$ cat config.mk
export PLATFORM = sky130hd
export DESIGN_NAME = rv_core
export DESIGN_NICKNAME = d
export VERILOG_FILES = /design/src/logic/rv_pkg.sv /design/src/logic/alu.sv /design/src/logic/alu_decoder.sv /design/src/logic/imm_gen.sv /design/src/logic/main_decoder.sv /design/src/logic/reg_file.sv /design/src/logic/rv_core.sv
export SDC_FILE = /design/constraint.sdc
export NUM_CORES = 2
export LEC_CHECK = 0
export BUFFER_PORTS_ARGS = -buffer_cell sky130_fd_sc_hd__buf_4
export CAP_MARGIN = 20
export CORE_UTILIZATION = 25
export CTS_CLUSTER_DIAMETER = 60
export DETAILED_ROUTE_END_ITERATION = 12
export GPL_TIMING_DRIVEN = 1
export PLACE_DENSITY = 0.45
export REMOVE_ABC_BUFFERS = 1
export SLEW_MARGIN = 40
export SYNTH_ARGS = -nofsm -noshare
export SYNTH_HDL_FRONTEND = slang
export SYNTH_HIERARCHICAL = 1
export SYNTH_SLANG_ARGS = --single-unit
$ cat constraint.sdc
create_clock -name clk -period 10.08 [get_ports clk]
set_input_delay 0 -clock clk [delete_from_list [all_inputs] [get_ports clk]]
set_output_delay 0 -clock clk [all_outputs]
set_load 0.02 [all_outputs]
$ cat src/logic/rv_pkg.sv
`default_nettype none

package rv_pkg;

    // Major opcodes of the supported RV32I subset
    typedef enum logic [6:0] {
        OP     = 7'b0110011,
        LOAD   = 7'b0000011,
        OP_IMM = 7'b0010011,
        STORE  = 7'b0100011,
        BRANCH = 7'b1100011,
        JALR   = 7'b1100111,
        JAL    = 7'b1101111
    } opcode_e;

    typedef enum logic [2:0] {
        ALU_SEL_ADD   = 3'd0, // Address and link arithmetic
        ALU_SEL_SUB   = 3'd1, // Branch compare
        ALU_SEL_FUNCT = 3'd2  // Let funct3/funct7 decide
    } alu_sel_e;

    typedef enum logic [3:0] {
        ADD = 4'd0,
        SUB = 4'd1,
        AND = 4'd2,
        OR  = 4'd3,
        XOR = 4'd4,
        SLT = 4'd5, // Signed compare
        SLL = 4'd6,
        SRL = 4'd7,
        SRA = 4'd8
    } alu_fn_e;

    typedef enum logic [2:0] {
        IMM_I = 3'd0,
        IMM_S = 3'd1,
        IMM_B = 3'd2,
        IMM_J = 3'd3
    } imm_sel_e;

    typedef enum logic [1:0] {
        RES_ALU = 2'd0,
        RES_MEM = 2'd1,
        RES_PC4 = 2'd2 // Link value for jumps
    } result_sel_e;

    typedef struct packed {
        logic        pc_src;     // Take a jump or branch target
        logic        jalr;       // Target from ALU result
        result_sel_e result_sel;
        logic        mem_write;
        logic        alu_src;    // Operand B is the immediate
        imm_sel_e    imm_sel;
        logic        reg_write;
        alu_sel_e    alu_sel;
    } ctrl_t;

endpackage

`default_nettype wire

$ cat src/logic/alu.sv
`timescale 1ns/100ps
`default_nettype none

module alu (
    input  logic [31:0]     a,
    input  logic [31:0]     b,
    input  rv_pkg::alu_fn_e alu_fn,
    output logic [31:0]     y,
    output logic            eq
);

    import rv_pkg::*;

    logic [4:0] shamt;

    assign shamt = b[4:0]; // Only the low 5 bits shift

    always_comb begin
        unique case (alu_fn)
            ADD:     y = a + b;
            SUB:     y = a - b;
            AND:     y = a & b;
            OR:      y = a | b;
            XOR:     y = a ^ b;
            SLT:     y = {31'b0, $signed(a) < $signed(b)};
            SLL:     y = a << shamt;
            SRL:     y = a >> shamt;
            SRA:     y = $signed(a) >>> shamt;
            default: y = '0;
        endcase
    end

    // With SUB this flags equal operands for BEQ
    assign eq = (y == 32'd0);

endmodule

`default_nettype wire

$ cat src/logic/alu_decoder.sv
`timescale 1ns/100ps
`default_nettype none

module alu_decoder (
    input  rv_pkg::alu_sel_e alu_sel,
    input  logic [2:0]       funct3,
    input  logic             funct7_5,
    input  logic             op_5,
    output rv_pkg::alu_fn_e  alu_fn
);

    import rv_pkg::*;

    always_comb begin
        alu_fn = ADD;

        unique case (alu_sel)
            ALU_SEL_ADD: alu_fn = ADD;
            ALU_SEL_SUB: alu_fn = SUB;
            ALU_SEL_FUNCT: begin
                unique case (funct3)
                    3'b000:  alu_fn = (op_5 && funct7_5) ? SUB : ADD; // ADDI has no SUB form
                    3'b001:  alu_fn = SLL;
                    3'b010:  alu_fn = SLT;
                    3'b100:  alu_fn = XOR;
                    3'b101:  alu_fn = funct7_5 ? SRA : SRL; // Same bit in R and I forms
                    3'b110:  alu_fn = OR;
                    3'b111:  alu_fn = AND;
                    default: alu_fn = ADD; // SLTU not supported
                endcase
            end
            default: alu_fn = ADD;
        endcase
    end

endmodule

`default_nettype wire

$ cat src/logic/imm_gen.sv
`timescale 1ns/100ps
`default_nettype none

module imm_gen (
    input  logic [31:0]      instr,
    input  rv_pkg::imm_sel_e imm_sel,
    output logic [31:0]      imm
);

    import rv_pkg::*;

    always_comb begin
        unique case (imm_sel)
            IMM_I: imm = {{20{instr[31]}}, instr[31:20]};
            IMM_S: imm = {{20{instr[31]}}, instr[31:25], instr[11:7]};
            IMM_B: begin
                // Halfword offset, bit 0 implied
                imm = {{19{instr[31]}}, instr[31], instr[7], instr[30:25], instr[11:8], 1'b0};
            end
            IMM_J: begin
                imm = {{11{instr[31]}}, instr[31], instr[19:12], instr[20],
                       instr[30:21], 1'b0};
            end
            default: imm = '0;
        endcase
    end

endmodule

`default_nettype wire

$ cat src/logic/main_decoder.sv
`timescale 1ns/100ps
`default_nettype none

module main_decoder (
    input  logic [6:0]    opcode,
    input  logic          eq,
    output rv_pkg::ctrl_t ctrl
);

    import rv_pkg::*;

    always_comb begin
        ctrl = '0; // Unknown opcodes fall through as a no-op

        unique case (opcode)
            OP: begin
                ctrl.result_sel = RES_ALU;
                ctrl.alu_src    = 1'b0;
                ctrl.reg_write  = 1'b1;
                ctrl.alu_sel    = ALU_SEL_FUNCT;
            end

            LOAD: begin
                ctrl.result_sel = RES_MEM; // Data comes back from memory
                ctrl.alu_src    = 1'b1;
                ctrl.imm_sel    = IMM_I;
                ctrl.reg_write  = 1'b1;
                ctrl.alu_sel    = ALU_SEL_ADD; // Base plus offset
            end

            OP_IMM: begin
                ctrl.result_sel = RES_ALU;
                ctrl.alu_src    = 1'b1;
                ctrl.imm_sel    = IMM_I;
                ctrl.reg_write  = 1'b1;
                ctrl.alu_sel    = ALU_SEL_FUNCT;
            end

            STORE: begin
                ctrl.mem_write = 1'b1;
                ctrl.alu_src   = 1'b1;
                ctrl.imm_sel   = IMM_S;
                ctrl.alu_sel   = ALU_SEL_ADD;
            end

            BRANCH: begin
                ctrl.pc_src  = eq; // Only BEQ is supported
                ctrl.alu_src = 1'b0;
                ctrl.imm_sel = IMM_B;
                ctrl.alu_sel = ALU_SEL_SUB;
            end

            JALR: begin
                ctrl.pc_src     = 1'b1;
                ctrl.jalr       = 1'b1;
                ctrl.result_sel = RES_PC4;
                ctrl.alu_src    = 1'b1;
                ctrl.imm_sel    = IMM_I;
                ctrl.reg_write  = 1'b1;
                ctrl.alu_sel    = ALU_SEL_ADD; // rs1 + imm
            end

            JAL: begin
                ctrl.pc_src     = 1'b1;
                ctrl.result_sel = RES_PC4;
                ctrl.alu_src    = 1'b1;
                ctrl.imm_sel    = IMM_J;
                ctrl.reg_write  = 1'b1;
                ctrl.alu_sel    = ALU_SEL_ADD;
            end

            default: begin
            end
        endcase
    end

endmodule

`default_nettype wire

$ cat src/logic/reg_file.sv
`timescale 1ns/100ps
`default_nettype none

module reg_file (
    input  logic        clk,
    input  logic        rst_n,
    input  logic [4:0]  rs1,
    input  logic [4:0]  rs2,
    input  logic [4:0]  rd,
    input  logic        we,
    input  logic [31:0] wd,
    output logic [31:0] rd1,
    output logic [31:0] rd2
);

    logic [31:0] regs [32];

    always_ff @(posedge clk) begin
        if (!rst_n) begin
            for (int i = 0; i < 32; i++) begin
                regs[i] <= '0;
            end
        end else if (we && (rd != 5'd0)) begin
            regs[rd] <= wd; // x0 is never written
        end
    end

    assign rd1 = (rs1 == 5'd0) ? 32'd0 : regs[rs1];
    assign rd2 = (rs2 == 5'd0) ? 32'd0 : regs[rs2];

endmodule

`default_nettype wire

$ cat src/logic/rv_core.sv
`timescale 1ns/100ps
`default_nettype none

module rv_core #(
    parameter logic [31:0] reset_pc = 32'h0
) (
    input  logic        clk,
    input  logic        rst_n,
    output logic [31:0] pc,
    input  logic [31:0] instr,
    output logic [31:0] dmem_addr,
    output logic [31:0] dmem_wdata,
    output logic        dmem_write,
    input  logic [31:0] dmem_rdata,
    output logic        wb_valid,
    output logic [4:0]  wb_rd,
    output logic [31:0] wb_data
);

    import rv_pkg::*;

    ctrl_t       ctrl;
    alu_fn_e     alu_fn;
    logic [4:0]  rs1;
    logic [4:0]  rs2;
    logic [4:0]  rd;
    logic [31:0] imm;
    logic [31:0] rd1;
    logic [31:0] rd2;
    logic [31:0] alu_b;
    logic [31:0] alu_y;
    logic        eq;
    logic [31:0] pc_plus4;
    logic [31:0] pc_next;
    logic [31:0] result;

    assign rs1 = instr[19:15];
    assign rs2 = instr[24:20];
    assign rd  = instr[11:7];

    main_decoder u_main_decoder (.opcode(instr[6:0]), .eq(eq), .ctrl(ctrl));

    alu_decoder u_alu_decoder (
        .alu_sel (ctrl.alu_sel),
        .funct3  (instr[14:12]),
        .funct7_5(instr[30]),
        .op_5    (instr[5]),    // Set for R-type only
        .alu_fn  (alu_fn)
    );

    imm_gen u_imm_gen (.instr(instr), .imm_sel(ctrl.imm_sel), .imm(imm));

    reg_file u_reg_file (
        .clk  (clk),
        .rst_n(rst_n),
        .rs1  (rs1),
        .rs2  (rs2),
        .rd   (rd),
        .we   (ctrl.reg_write),
        .wd   (result),
        .rd1  (rd1),
        .rd2  (rd2)
    );

    assign alu_b = ctrl.alu_src ? imm : rd2;

    alu u_alu (.a(rd1), .b(alu_b), .alu_fn(alu_fn), .y(alu_y), .eq(eq));

    assign pc_plus4 = pc + 32'd4;

    always_comb begin
        unique case (ctrl.result_sel)
            RES_MEM: result = dmem_rdata;
            RES_PC4: result = pc_plus4; // Link address
            default: result = alu_y;
        endcase
    end

    // JALR target drops bit 0, JAL and taken BEQ are pc relative
    assign pc_next = ctrl.jalr   ? {alu_y[31:1], 1'b0} :
                     ctrl.pc_src ? pc + imm : pc_plus4;

    always_ff @(posedge clk) begin
        if (!rst_n) begin
            pc <= reset_pc;
        end else begin
            pc <= pc_next;
        end
    end

    assign dmem_addr  = alu_y;
    assign dmem_wdata = rd2;
    assign dmem_write = rst_n && ctrl.mem_write; // Quiet while in reset

    assign wb_valid = rst_n && ctrl.reg_write && (rd != 5'd0);
    assign wb_rd    = rd;
    assign wb_data  = result;

endmodule

`default_nettype wire

==> flow_metrics.env <==
export IMPL_outcome="finished clean"
export IMPL_gp_routability_congestion=0.962
export IMPL_clk_path_buf_depth=3
export IMPL_crit_fanout=46
export IMPL_setup_viol=0
export IMPL_cp_slowest_cell="nor3_1"
export IMPL_cts_tree="done"
export IMPL_arrival_ns=9.54
export IMPL_worstPathRequired_ns=10.79
export IMPL_root_buffer="clkbuf_16"
export IMPL_hold_viol=0
export IMPL_syn_area_per_cell_sq_um=12.3
export IMPL_cap_violations=0
export IMPL_antenna_found_initial=30
export IMPL_slowest_delay_ns=0.84
export IMPL_finalCriticalPeriod_ns=8.83
export IMPL_power_leakage_nw=29.5
export IMPL_p_int_w=0.00918
export IMPL_clock_fmax_mhz=113
export IMPL_seqPwrFrac_pct=35.0
export IMPL_end_kind="flop"
export IMPL_drt_pre_antenna_iters=6
export IMPL_grt_first_pass_wirelength_mm=446
export IMPL_worstReg2RegStart="u_reg_file/regs[10][0]"
export IMPL_grt_pass1_vias=52100
export IMPL_crit_path_start="u_reg_file/regs[10][0]"
export IMPL_path_clk_slew_ns=0.06
export IMPL_wl_per_cell_um=34.0
export IMPL_synth_edf_count=1024
export IMPL_synth_top_flop_cell="edfxtp_1"
export IMPL_final_setup_skew_ns=0.0702
export IMPL_synth_warnings=6
export IMPL_htree_levels=4
export IMPL_ir_worst_vdd_mv=0.162
export IMPL_cp_buffers_inverters=4
export IMPL_grt_max_degree=69
export IMPL_pin_count=201
export IMPL_p_switching_w=0.00523
export IMPL_fillCellCount=28000
export IMPL_holdWs_ns=0.0828
export IMPL_synth_cells=5663
export IMPL_worstSetupPathType="reg2reg"
export IMPL_die_area_sq_um=280000
export IMPL_min_from="instr[6]"
export IMPL_ys_seq_elements=1056
export IMPL_vias_per_cell=5.49
export IMPL_ys_seq_area_share_pct=45.2
export IMPL_wl_mm=327
export IMPL_grt_usage_pct=22.9
export IMPL_worstHoldPathType="in2reg"
export IMPL_cts_buffers=137
export IMPL_power_frac_comb_pct=30.3
export IMPL_final_cells=9620
export IMPL_clkPwrFrac_pct=34.7
export IMPL_grt_setup_unrepaired="no"
export IMPL_drc=0
export IMPL_synth_area_leaders="edfxtp_1 (44%), mux4_2 (17%), and2_1 (9.1%), mux2i_1 (3.4%), ha_1 (2.4%)"
export IMPL_multi_input_area_sq_um=36300
export IMPL_yosysUniqueCellTypes=118
export IMPL_dp_cells=9351
export IMPL_synthArstFlopShare_pct=0
export IMPL_drive_above_1_share_pct=26.2
export IMPL_final_seq_area_sq_um=31400
export IMPL_netlist_area_sq_um=69500
export IMPL_vias=52800
export IMPL_clock_sinks=1056
export IMPL_dp_hpwl_mm=230
export IMPL_die_w_um=529
export IMPL_port_buffer_count=200
export IMPL_synth_top_cell_by_area="edfxtp_1"
export IMPL_pwr_density_cell_nw_per_um2=176
export IMPL_fin_util_pct=29.6
export IMPL_max_slew_margin_rel_pct=33.9
export IMPL_initial_core_util_pct=25.1
export IMPL_area_growth_pct=18.0
export IMPL_drtAntennaViolNets=0
export IMPL_fp_dieH_um=529
export IMPL_insertion_delay_ns=0.80
export IMPL_fin_nets=5991
export IMPL_critical_path_startpoint_type="flop"
export IMPL_rows=193
export IMPL_switching_share_pct=36.3
export IMPL_cp_top_family="compound AO/OA/AOI/OAI gates"
export IMPL_first_iter_violations=6057
export IMPL_core_area_sq_um=276000
export IMPL_grt_overflow=0
export IMPL_netlist_area_leader_share_pct=44.3
export IMPL_post_route_period_util_pct=87.6
export IMPL_slew_violations=0
export IMPL_tightest_slew_ns=0.983
layout make-up:
cell class	count	share of cell area, %
Timing Repair Buffer	526	5.59
Antenna cell	18	0.0549
Sequential cell	1056	38.3
Clock inverter	81	1.25
Tap cell	3705	5.65
Inverter	130	0.595
Multi-Input combinational cell	3940	44.2
Clock buffer	164	4.33
what timing repair did:
| item | 4_1_cts | 5_1_grt |
|---|---|---|
| gates resized for setup | 0 | 0 |
| hold endpoints to repair | 43 | 0 |
| buffers inserted | 0 | 0 |
| hold buffers | 4 | 0 |
cell usage after synthesis (95+ instances only):
master / number
clkbuf_1: 384
o21ai_0: 171
o22ai_1: 104
nor2_1: 187
inv_1: 125
and2_1: 1006
a21oi_1: 181
mux2i_1: 236
mux4_2: 514
ha_1: 131
edfxtp_1: 1024
nand2_1: 231
nor3_1: 95
path summary, 6_finish.rpt:
| check | to | cells after the start | slack, ns |
|---|---|---|---|
| worst max-delay path | pc[25] | 25 | 1.25 |
| worst min-delay path | pc[1] | 6 | 0.08 |
| worst max register to register | pc[25] | 25 | 1.25 |
| worst min register to register | pc[31] | 3 | 0.77 |
per-stage QoR:
stage	setup slack [ns]	setup TNS [ns]	area [sq um]	total power (W)
final	1.25	0	82000	0.0144
after global routing	0.894	0	81900	0.0148
after CTS	1.52	0	81900	0.0144
after detailed placement	1.05	0	77300	0.00944
after global placement	0.563	0	76500	0.00940
after floorplan	-0.438	-1.48	66900	0.00709
routing by layer:
metal | track usage (%) | part of all wire [%] | wire (um) | up-vias
li1 | - | - | - | 22000
met1 | 29.9 | 41 | 135000 | 27700
met2 | 38.1 | 48 | 156000 | 2517
met3 | 3.24 | 6.9 | 22700 | 512
met4 | 8.54 | 4.2 | 13800 | 4
met5 | 0 | 0.0083 | 27 | -
flip-flops by register name, summed over array words and instances, names as in the netlist, named ones only:
signal and cells:
pc 31, u_reg_file/regs 1024
power groups by stage:
stage          sequential [W]  clock, W  combinational (W)
2_1_floorplan         0.00511         0            0.00198
6_report              0.00505   0.00499            0.00437
3_5_place_dp          0.00514         0            0.00430
4_1_cts               0.00505   0.00508            0.00432
3_3_place_gp          0.00513         0            0.00427
5_1_grt               0.00506   0.00525            0.00453
cell families (layout without fill, tap and decap cells):
family | Yosys count | in the layout | synth area share [%]
and+or+nand+nor | 1854 | 1854 | 15.3
DFF | 1056 | 1056 | 45.2
AOI/OAI and AO/OA | 1029 | 1029 | 10.4
muxes | 829 | 829 | 21.4
buffers and inverters | 699 | 901 | 4.52
adders and majority gates | 134 | 134 | 2.45
xor gates and xnor gates | 60 | 60 | 0.767
other | 2 | 52 | 0.0108
cells in the final DEF, fill, tap and decap left out, types with 124 or more instances in the layout:
cell type  count
edfxtp_1    1024
and2_1      1005
mux4_2       514
buf_4        458
mux2i_1      236
nand2_1      231
a21oi_1      180
nor2_1       153
clkbuf_16    138
ha_1         129
inv_1        124
tightest hold or removal path, delay by kind of cell:
kind | cells | cell delay (ns)
compound gates | 1 | 0.18
buf+inv | 2 | 0.36
simple gates | 3 | 0.23
Note: power is estimated with default switching activity, not from simulation.
